`src/hdl/rob_pkg.sv`:
```
/* shared widths, vector types and lane structs for the two-way reorder buffer */

package rob_pkg;

    // dispatch and commit width
    localparam int WAYS      = 2;
    localparam int ROB_DEPTH = 16;
    localparam int ARCH_REGS = 32;
    localparam int PHYS_REGS = 64;
    localparam int XLEN      = 32;

    typedef logic [$clog2(ARCH_REGS)-1:0] arn_t;
    typedef logic [$clog2(PHYS_REGS)-1:0] prn_t;
    typedef logic [$clog2(ROB_DEPTH)-1:0] rob_idx_t;
    // one extra bit so a completely free buffer fits
    typedef logic [$clog2(ROB_DEPTH):0]   rob_count_t;
    typedef logic [XLEN-1:0]              addr_t;

    // one renamed instruction from the dispatch side
    typedef struct packed {
        logic  valid;
        arn_t  arn;
        prn_t  prn;
        logic  reg_write;
        logic  is_branch;
        logic  is_store;
        addr_t pc;
        logic  pred_taken;
        addr_t pred_target;
        logic  illegal;
        logic  halt;
    } disp_slot_t;

    // one CDB completion strobe
    typedef struct packed {
        logic     valid;
        rob_idx_t idx;
        logic     taken;
        addr_t    target;
    } cdb_slot_t;

    // stored slot, direction and target are overwritten on completion
    typedef struct packed {
        arn_t  arn;
        prn_t  prn;
        logic  reg_write;
        logic  is_branch;
        logic  is_store;
        addr_t pc;
        logic  taken;
        addr_t target;
        logic  illegal;
        logic  halt;
        logic  done;
        logic  mispredicted;
    } rob_entry_t;

    typedef struct packed {
        logic  valid;
        arn_t  arn;
        prn_t  prn;
        logic  reg_write;
        addr_t pc;
    } commit_slot_t;

    typedef struct packed {
        logic     valid;
        rob_idx_t idx;
    } alloc_slot_t;

endpackage

```
`src/hdl/retire_unit.sv`:
```
/* retire unit: architectural map table, freed register report,
   fetch redirect register and sticky halt flags */

`timescale 1ns/1ps

module retire_unit (
    input  logic                                      clock,
    input  logic                                      arst_n,
    input  rob_pkg::commit_slot_t [rob_pkg::WAYS-1:0] commit,
    input  logic                                      flush,
    input  rob_pkg::addr_t                            flush_pc,
    input  logic                                      commit_halt,
    input  logic                                      commit_illegal,
    output logic [rob_pkg::WAYS-1:0]                  retire_valid,
    output rob_pkg::arn_t [rob_pkg::WAYS-1:0]         retire_arn,
    output rob_pkg::prn_t [rob_pkg::WAYS-1:0]         retire_prn,
    output rob_pkg::prn_t [rob_pkg::WAYS-1:0]         freed_prn,
    output logic                                      redirect_valid,
    output rob_pkg::addr_t                            redirect_pc,
    output logic                                      halted,
    output logic                                      illegal_seen
);

    // committed arch to phys mapping
    rob_pkg::prn_t [rob_pkg::ARCH_REGS-1:0] map_q;
    rob_pkg::prn_t [rob_pkg::ARCH_REGS-1:0] map_next;
    rob_pkg::prn_t [rob_pkg::WAYS-1:0]      freed;

    // lanes walk in order so lane 1 sees lane 0's write
    // non-writing lanes free nothing and report zero
    always_comb begin
        map_next = map_q;
        freed    = '0;
        for (int i = 0; i < rob_pkg::WAYS; i++) begin
            if (commit[i].valid && commit[i].reg_write) begin
                freed[i]                 = map_next[commit[i].arn];
                map_next[commit[i].arn]  = commit[i].prn;
            end
        end
    end

    always_ff @(posedge clock or negedge arst_n) begin
        if (!arst_n) begin
            // identity map out of reset
            for (int r = 0; r < rob_pkg::ARCH_REGS; r++) begin
                map_q[r] <= rob_pkg::prn_t'(r);
            end
        end else begin
            map_q <= map_next;
        end
    end

    // retirement report, one cycle after the commit cycle
    always_ff @(posedge clock or negedge arst_n) begin
        if (!arst_n) begin
            retire_valid <= '0;
            retire_arn   <= '0;
            retire_prn   <= '0;
            freed_prn    <= '0;
        end else begin
            for (int i = 0; i < rob_pkg::WAYS; i++) begin
                retire_valid[i] <= commit[i].valid;
                retire_arn[i]   <= commit[i].arn;
                retire_prn[i]   <= commit[i].prn;
            end
            freed_prn <= freed;
        end
    end

    // redirect pulse and sticky stop flags
    always_ff @(posedge clock or negedge arst_n) begin
        if (!arst_n) begin
            redirect_valid <= 1'b0;
            redirect_pc    <= '0;
            halted         <= 1'b0;
            illegal_seen   <= 1'b0;
        end else begin
            redirect_valid <= flush;
            if (flush) begin
                redirect_pc <= flush_pc;
            end
            // an illegal instruction stops the core as a halt does
            halted       <= halted | commit_halt | commit_illegal;
            illegal_seen <= illegal_seen | commit_illegal;
        end
    end

endmodule

```
`config.mk`:
```
export PLATFORM = sky130hd
export DESIGN_NAME = retire_unit
export DESIGN_NICKNAME = d
export VERILOG_FILES = /design/src/hdl/rob_pkg.sv /design/src/hdl/retire_unit.sv
export SDC_FILE = /design/constraint.sdc
export NUM_CORES = 1
export LEC_CHECK = 0
export BUFFER_PORTS_ARGS = -buffer_cell sky130_fd_sc_hd__buf_4
export CAP_MARGIN = 30
export CELL_PAD_IN_SITES_DETAIL_PLACEMENT = 1
export CELL_PAD_IN_SITES_GLOBAL_PLACEMENT = 1
export CORE_MARGIN = 2
export CORE_UTILIZATION = 50
export CTS_BUF_LIST = sky130_fd_sc_hd__clkbuf_16
export DETAILED_ROUTE_END_ITERATION = 10
export HOLD_SLACK_MARGIN = 0.12
export PLACE_DENSITY = 0.88
export SLEW_MARGIN = 5
export SYNTH_ARGS = -nofsm -noshare
export SYNTH_HDL_FRONTEND = slang
export SYNTH_SLANG_ARGS = --single-unit
```
`constraint.sdc`:
```
create_clock -name clock -period 4.8 [get_ports clock]
set_input_delay 0.72 -clock clock [delete_from_list [all_inputs] [get_ports clock]]
set_output_delay 0.72 -clock clock [all_outputs]
set_load 0.02 [all_outputs]
```
==> out/qor.csv <==
metric,value,unit
cts.sinks,263,
setup_slack,1.50,ns
rsz0062_at_grt,no,
die_width,175,um
pre_cts_slack,1.30,ns
powerDensity,429,mW/mm2
die_area,0.0306,mm2
grt_use_total,0.358,
routed_wl,54.6,mm
grt_pass1_vias,13475,
io_pins,198,
grt_pass1_wl,83.3,mm
cts-htree-levels,1,
cpPeakStageDelay,0.57,ns
postCtsSetupBuffers,0,
avgRoutedWirePerCell,29.7,um
root_buffer,clkbuf_16,
ant_nets,0,
drive_above_1_share,0.292,
status,completed,
synth-seq-area-share,0.457,
max-cap-violations,0,
clk_pin_slew,0.06,ns
drtIter0Drc,1511,
via_count,12551,
cp.required,5.19,ns
fill_cells,3030,
synthToLayoutAreaGrowth,14.8,%
route.detailed.drc,0,
finalNetCount,1556,
hp-class,in -> async,
cp_slowest_cell,mux4_2,
numCtsBuffers,30,
tritoncts,yes,
peakVddDrop,301,uV
initial_core_util,0.508,
core,0.0288,mm2
post_cts_resized,0,
hold_viol_final,0,
hpwl,35.4,mm
grt-ovfl-total,0,
finalCriticalPeriod,3.30,ns
path_cells,buf_4 -> nor4bb_2 -> buf_4 -> nand2_1 -> mux2i_1 -> mux4_2 -> nand2_1 -> o2111ai_1 -> nor3_1,
synth_edf_count,0,
clk_latency,0.57,ns
ys_ff_latch,263,
diodes,0,
syn_nets,1490,
synth_cell_type_count,59,
viasPerCell,6.83,
dr.pass1.iters,6,
cts_hold_buf,0,
syn_area,0.0146,mm2
crit_fanout,19,
yosysMostFrequentCell,mux2i_1,
gp_congestion,1.05,
worst_pin_slew,1.02,ns
io_buffers,133,
arrival,3.69,ns
synthTopCellsByArea,"dfrtp_1, dfstp_2, mux2i_1, mux4_2, a21oi_1",
synth_common_cells,"mux2i_1, nor2_1, a21oi_1",
grt_antenna_before_repair,2,
fin_skew,0.0143,ns
grt_max_degree,118,
synth_largest_area_cell,dfrtp_1,
period_share,0.688,
cts_buffer_depth,3,
tns,0,ns
rrSetupSlack,2.52,ns
relSlewSlack,0.314,
endpoint_kind,flop,
synth_area_per_cell,10.7,um2
die_h,175,um
yosysTopAreaCellShare,0.313,
crit_path_start_kind,input pin,
max_freq,303,MHz
setup_viol,0,
p_leak,0.00695,uW
finalMaxSlewViolations,0,
rows,62,
synth-main-ff-cell,dfrtp_1,
netlist_instances,1363,
yosysWarnings,0,
synthArstFlopShare,1.00,
criticalPathCategory,in -> reg,
-- cell usage in the layout (no fill, tap or decap), types with 7 or more instances in the layout --
cell type	instances
mux4_2	64
mux2i_1	206
clkinv_2	7
buf_4	153
nand3_1	13
clkbuf_16	31
o21ai_0	10
a21oi_1	202
dfrtp_1	183
mux2_2	41
nand2_1	74
dfstp_2	80
o2111ai_1	9
nor2_2	17
clkinv_1	7
a22oi_1	44
nor3_1	7
inv_1	7
nor2_1	203
-- registers in the layout, indices dropped and copies added (netlist names) --
name,flops
redirect_valid,1
illegal_seen,1
retire_valid,2
map_q,192
retire_prn,12
redirect_pc,32
freed_prn,12
retire_arn,10
halted,1
-- per-stage QoR --
step	area [um2]	hold slack [ns]	utilization	std cells	total power (uW)
2_1_floorplan	14600	0.424	-	1363	4140
3_3_place_gp	15800	0.460	0.549	1781	4660
3_5_place_dp	15800	0.459	0.549	1781	4810
4_1_cts	16800	0.248	0.584	1837	7160
5_1_grt	16800	0.267	0.584	1837	7440
6_report	16800	0.200	0.584	1837	7200
-- layout make-up --
class                      instances  area [um2]  area share
multi-input combinational        977        7450       0.444
sequential                       263        6680       0.398
timing repair buffer             155        1180      0.0705
clock buffer                      31         776      0.0462
tap                              384         480      0.0286
clock inverter                    25         211      0.0126
inverter                           2        7.51    0.000447
-- report_power, final --
| part | switching [uW] | internal [uW] | leakage [uW] | total (uW) |
|---|---|---|---|---|
| clock | 953 | 1370 | 0.000509 | 2330 |
| combinational | 1010 | 762 | 0.00338 | 1770 |
| sequential | 282 | 2820 | 0.00306 | 3100 |
-- per-layer routing --
metal	share of wire	GRT usage
met1	0.37	0.457
met2	0.46	0.561
met3	0.10	0.0829
met4	0.068	0.211
met5	0.00015	0
-- kinds of logic after synthesis --
family          Yosys count  share of synthesized area
simple gates            363                      0.115
mux                     311                      0.271
compound gates          303                      0.122
flops                   263                      0.457
buf+inv                 123                     0.0350
-- worst max-delay path, delay by kind of cell --
kind	cells	cell delay, ns
muxes	2	0.83
buffers and inverters	2	0.51
and+or+nand+nor	4	1.41
AOI/OAI and AO/OA	1	0.22
-- path summary, 6_finish.rpt --
kind | cells past startpoint | startpoint | endpoint
worst min-delay path | 1 | arst_n | map_q[145]
worst max register to register | 5 | map_q[30] | freed_prn[6]
max in group asynchronous | 2 | arst_n | map_q[113]
worst max-delay path | 9 | commit[40] | freed_prn[6]
worst min register to register | 1 | illegal_seen | illegal_seen
min in group clock | 1 | commit[89] | retire_valid[1]
(Power assumes the default switching activity.)
