`src/hdl/rob_pkg.sv`:
```
/* shared widths, vector types and lane structs for the two-way reorder buffer */

package rob_pkg;

    // dispatch and commit width
    localparam int WAYS      = 2;
    localparam int ROB_DEPTH = 16;
    localparam int ARCH_REGS = 32;
    localparam int PHYS_REGS = 64;
    localparam int XLEN      = 32;

    typedef logic [$clog2(ARCH_REGS)-1:0] arn_t;
    typedef logic [$clog2(PHYS_REGS)-1:0] prn_t;
    typedef logic [$clog2(ROB_DEPTH)-1:0] rob_idx_t;
    // one extra bit so a completely free buffer fits
    typedef logic [$clog2(ROB_DEPTH):0]   rob_count_t;
    typedef logic [XLEN-1:0]              addr_t;

    // one renamed instruction from the dispatch side
    typedef struct packed {
        logic  valid;
        arn_t  arn;
        prn_t  prn;
        logic  reg_write;
        logic  is_branch;
        logic  is_store;
        addr_t pc;
        logic  pred_taken;
        addr_t pred_target;
        logic  illegal;
        logic  halt;
    } disp_slot_t;

    // one CDB completion strobe
    typedef struct packed {
        logic     valid;
        rob_idx_t idx;
        logic     taken;
        addr_t    target;
    } cdb_slot_t;

    // stored slot, direction and target are overwritten on completion
    typedef struct packed {
        arn_t  arn;
        prn_t  prn;
        logic  reg_write;
        logic  is_branch;
        logic  is_store;
        addr_t pc;
        logic  taken;
        addr_t target;
        logic  illegal;
        logic  halt;
        logic  done;
        logic  mispredicted;
    } rob_entry_t;

    typedef struct packed {
        logic  valid;
        arn_t  arn;
        prn_t  prn;
        logic  reg_write;
        addr_t pc;
    } commit_slot_t;

    typedef struct packed {
        logic     valid;
        rob_idx_t idx;
    } alloc_slot_t;

endpackage

```
`src/hdl/dispatch_stage.sv`:
```
/* dispatch stage: one-deep bundle register, ROB space stall
   and flush clear */

`timescale 1ns/1ps

module dispatch_stage (
    input  logic                                    clock,
    input  logic                                    arst_n,
    input  rob_pkg::disp_slot_t [rob_pkg::WAYS-1:0] disp_in,
    output logic                                    disp_ready,
    input  rob_pkg::rob_count_t                     free_slots,
    input  logic                                    halted,
    input  logic                                    flush,
    output logic                                    move,
    output rob_pkg::disp_slot_t [rob_pkg::WAYS-1:0] held
);

    // low during reset, high from the first edge on
    logic live;
    logic held_any;
    logic in_any;
    logic take;

    // lanes fill from lane 0, so any valid bit means a bundle
    always_comb begin
        held_any = 1'b0;
        in_any   = 1'b0;
        for (int i = 0; i < rob_pkg::WAYS; i++) begin
            held_any = held_any | held[i].valid;
            in_any   = in_any | disp_in[i].valid;
        end
    end

    // hand over only when a full group fits
    // a flush cycle discards the bundle instead of allocating it
    assign move = held_any
                  && (free_slots >= rob_pkg::rob_count_t'(rob_pkg::WAYS))
                  && !flush;

    // empty or leaving this cycle
    assign disp_ready = live && !halted && !flush && (!held_any || move);

    assign take = disp_ready && in_any;

    always_ff @(posedge clock or negedge arst_n) begin
        if (!arst_n) begin
            live <= 1'b0;
        end else begin
            live <= 1'b1;
        end
    end

    // bundle register
    always_ff @(posedge clock or negedge arst_n) begin
        if (!arst_n) begin
            held <= '0;
        end else if (flush) begin
            // wrong path, drop it
            held <= '0;
        end else if (take) begin
            // replaces a bundle that is moving this cycle
            held <= disp_in;
        end else if (move) begin
            held <= '0;
        end
    end

endmodule

```
`config.mk`:
```
export PLATFORM = sky130hd
export DESIGN_NAME = dispatch_stage
export DESIGN_NICKNAME = d
export VERILOG_FILES = /design/src/hdl/rob_pkg.sv /design/src/hdl/dispatch_stage.sv
export SDC_FILE = /design/constraint.sdc
export NUM_CORES = 1
export LEC_CHECK = 0
export BUFFER_PORTS_ARGS = -buffer_cell sky130_fd_sc_hd__buf_4
export CAP_MARGIN = 20
export CORE_ASPECT_RATIO = 0.8
export CORE_MARGIN = 5
export CORE_UTILIZATION = 50
export CTS_BUF_LIST = sky130_fd_sc_hd__clkbuf_2 sky130_fd_sc_hd__clkbuf_4 sky130_fd_sc_hd__clkbuf_8
export DETAILED_ROUTE_END_ITERATION = 16
export PLACE_DENSITY = 0.93
export SETUP_SLACK_MARGIN = 0.05
export SLEW_MARGIN = 20
export SYNTH_ARGS = -nofsm -noshare
export SYNTH_HDL_FRONTEND = slang
export SYNTH_SLANG_ARGS = --single-unit
```
`constraint.sdc`:
```
create_clock -name clock -period 2.3 [get_ports clock]
set_clock_uncertainty 0.2 [all_clocks]
set_input_delay 0.115 -clock clock [delete_from_list [all_inputs] [get_ports clock]]
set_output_delay 0.115 -clock clock [all_outputs]
set_load 0.01 [all_outputs]
```
==> impl_metrics.py <==
metrics = {
    "timing": {
        "slew_headroom_pct": 50.1,
        "max_freq_ghz": 0.466,
        "drv_slew": 0,
        "setup_viol": 0,
        "layout_min_cycle_time_ns": 2.15,
        "hold_viol": 0,
        "tns_ns": 0,
        "fin_crit_sh_pct": 93.3,
        "holdWs_ns": 0.0774,
        "rsz0062_at_grt": "false",
        "max_slew.worst_pin.slew_ns": 0.748,
    },
    "critical_path": {
        "cp.required_ns": 1.99,
        "cp-start-kind": "flip-flop",
        "max_stage_delay_ns": 0.45,
        "critPathMaxFanout": 56,
        "cp_slowest_cell": "dfrtp_1",
        "arrival_ns": 1.83,
        "reg2reg_slack_ns": 0.31,
        "crit_type": "flip-flop to primary output",
        "r2r-start": "held[163]",
        "crit_chain": "nor2_4, clkbuf_16, o211a_1, buf_4",
        "reg2reg_to": "held[107]",
        "worstRegToRegCells": 5,
        "crit_start": "held[163]",
        "worst_setup_path_end_kind": "primary output",
    },
    "yosys": {
        "yosysUniqueCellTypes": 20,
        "async_flop_share_pct": 100,
        "yosysMostFrequentCell": "dfrtp_1",
        "yosys-top-cells-count": "dfrtp_1 (165), inv_1 (162), mux2i_1 (162), nor2b_1 (162), o21ai_0 (162)",
        "syn_avg_cell_area_um2": 9.67,
        "synth_area_um2": 8660,
        "syn-num-nets": 1069,
        "ys_ff_latch": 165,
        "syn_inst": 896,
        "ys_warn_count": 0,
        "seq_area_frac_synth_pct": 47.7,
        "synth_edf_count": 0,
        "synth_ff_type": "dfrtp_1",
        "yosysTopAreaCellShare_pct": 47.7,
        "synth_top_area_cell": "dfrtp_1",
        "synthTopCellsByArea": "dfrtp_1 (48%), mux2i_1 (19%), nor2b_1 (12%)",
    },
    "min_path": {
        "hold_depth": 4,
        "worstHoldStart": "halted",
        "holdPathEnd": "held[163]",
        "hold_path.class": "input port to flip-flop",
    },
    "power": {
        "switchingPower_mw": 1.82,
        "switching_share_pct": 27.2,
        "leakage_nw": 7.99,
        "pwr-share-comb_pct": 20.5,
        "seqPwrFrac_pct": 46.5,
        "powerDensity_nw_per_um2": 493,
        "peakVddDrop_v": 0.000381,
        "clock_power_share_pct": 33.0,
        "p_int_mw": 4.87,
    },
    "run_status": {
        "outcome": "finished, final reports clean",
    },
    "global_routing": {
        "grt_max_degree": 165,
        "grt_pass1_wl_um": 48400,
        "grt_pass1_vias": 9250,
        "grt.overflow.total": 0,
        "antenna_found_initial": 0,
        "grt_use_total_pct": 30.4,
    },
    "clock_network": {
        "ctsLongestPathBuffers": 2,
        "clk_pin_slew_ns": 0.09,
        "htreeDepth": 4,
        "numCtsBuffers": 17,
        "clock_sinks": 165,
        "insertion_delay_ns": 0.45,
        "post_cts.repair.setup_buffers": 0,
        "cts_tree": "yes",
        "root_buffer": "clkbuf_8",
    },
    "floorplanning": {
        "die-area_um2": 20100,
        "initial_core_util_pct": 50.5,
        "fp.coreArea_um2": 17200,
        "ioPinCount": 339,
        "dieWidth_um": 157,
        "fp-row-count": 43,
        "die_h_um": 128,
    },
    "layout": {
        "layout-drive-gt1-share_pct": 28.6,
        "area_delta_synth_final_pct": 56.6,
        "fin_nets": 1545,
        "fillers": 901,
    },
    "routing": {
        "routed_wl_um": 31400,
        "vias": 8553,
        "dr.pass1.iters": 5,
        "first_iter_violations": 693,
        "antenna_left": 0,
        "drc_errors": 0,
        "wl_per_cell_um": 19.5,
        "via_per_inst": 5.32,
    },
    "placed_design": {
        "port_buffers": 337,
        "post-dp-hpwl_um": 17200,
        "place_congestion": 0.838,
    },
    "flow_run": {
        "max-cap-violations": 0,
    },
}
[routing by layer]
metal  vias to the layer above  wire, um  track usage, %
met5                         -         0               0
met4                         0      1650            17.8
met3                       130      2280            6.82
met2                       487     16100            53.0
met1                      4146     11400            34.2
li1                       3790         -               -
[power groups by stage]
stage	Combinational, mW	Sequential [mW]	Clock [mW]
floorplan	0.390	3.21	0
global placement	1.06	3.14	0
detailed placement	1.08	3.15	0
CTS	1.32	3.10	2.22
global route	1.46	3.12	2.35
finish	1.37	3.11	2.20
[cells in the final DEF (no fill, tap or decap)]
cell type      netlist  layout
buf_4                9     345
conb_1               1       1
or2_2                1       1
nor3_1               1       1
a22o_1               2       2
diode_2              0       1
o21ai_0            162     162
o2111ai_4            0       1
clkinv_4             0       3
buf_6                1       2
or4_1                1       1
clkbuf_8             0      18
inv_6                0       1
buf_12               0      14
bufinv_16            0       3
nor2b_1            162     162
dlygate4sd3_1        0     166
clkbuf_16            0       1
dfrtp_1            165     165
o211a_1              1       1
clkinv_2             0       3
nor4_4               0       1
inv_1              162     162
nor2_4               0       1
mux2i_1            162     162
clkinvlp_4           0       2
nor2_1               3       2
[registers in the layout, indices dropped and copies added, names as in the netlist]
signal,flops
held,164
live,1
[worst max-delay path by stage]
stage,end,cells after the start
final,disp_ready,4
after CTS,disp_ready,4
after floorplan,held[54],6
after detailed placement,held[79],6
after global placement,held[115],6
after global routing,disp_ready,4
[metrics by stage]
stage	total power [mW]	instances	cell area [um^2]	setup WS, ns	util, %
floorplan	3.60	896	8660	0.470	-
global placement	4.20	1411	11500	0.141	66.9
detailed placement	4.23	1411	11500	0.0490	66.9
CTS	6.64	1607	13500	0.103	78.9
global route	6.93	1608	13600	0.0567	79.0
finish	6.68	1609	13600	0.153	79.0
[area by class of cell]
cell class | count | area (um^2) | area share, %
diodes | 1 | 2.50 | 0.0184
clock buffers | 18 | 248 | 1.83
clock inverters | 12 | 155 | 1.14
inverters | 162 | 608 | 4.48
multi-input cells | 498 | 3560 | 26.3
flip-flops and latches | 165 | 4130 | 30.4
well taps | 225 | 282 | 2.08
repair buffers | 528 | 4580 | 33.8
[cell families (layout without fill, tap and decap cells)]
logic type,after synthesis,count (layout),synth area share (%)
AO/OA/AOI/OAI,166,166,9.78
buffers and inverters,233,720,11.6
flip-flops,165,165,47.7
multiplexers,162,162,18.7
other,1,2,0.0433
AND/OR/NAND/NOR,169,169,12.2
[timing repair]
| item | in CTS | in global routing |
|---|---|---|
| setup endpoints to repair | 0 | 1 |
| hold buffers | 166 | 0 |
| resized for setup | 0 | 2 |
| endpoints found under the hold margin | 329 | 0 |
[critical path, delay by kind of cell (launching register included)]
kind,cells,cell delay [ns]
flip-flops,1,0.45
buffers and inverters,2,0.45
AND/OR/NAND/NOR,1,0.24
AO/OA/AOI/OAI,1,0.23
No activity file was read; power rests on OpenSTA's default activity.
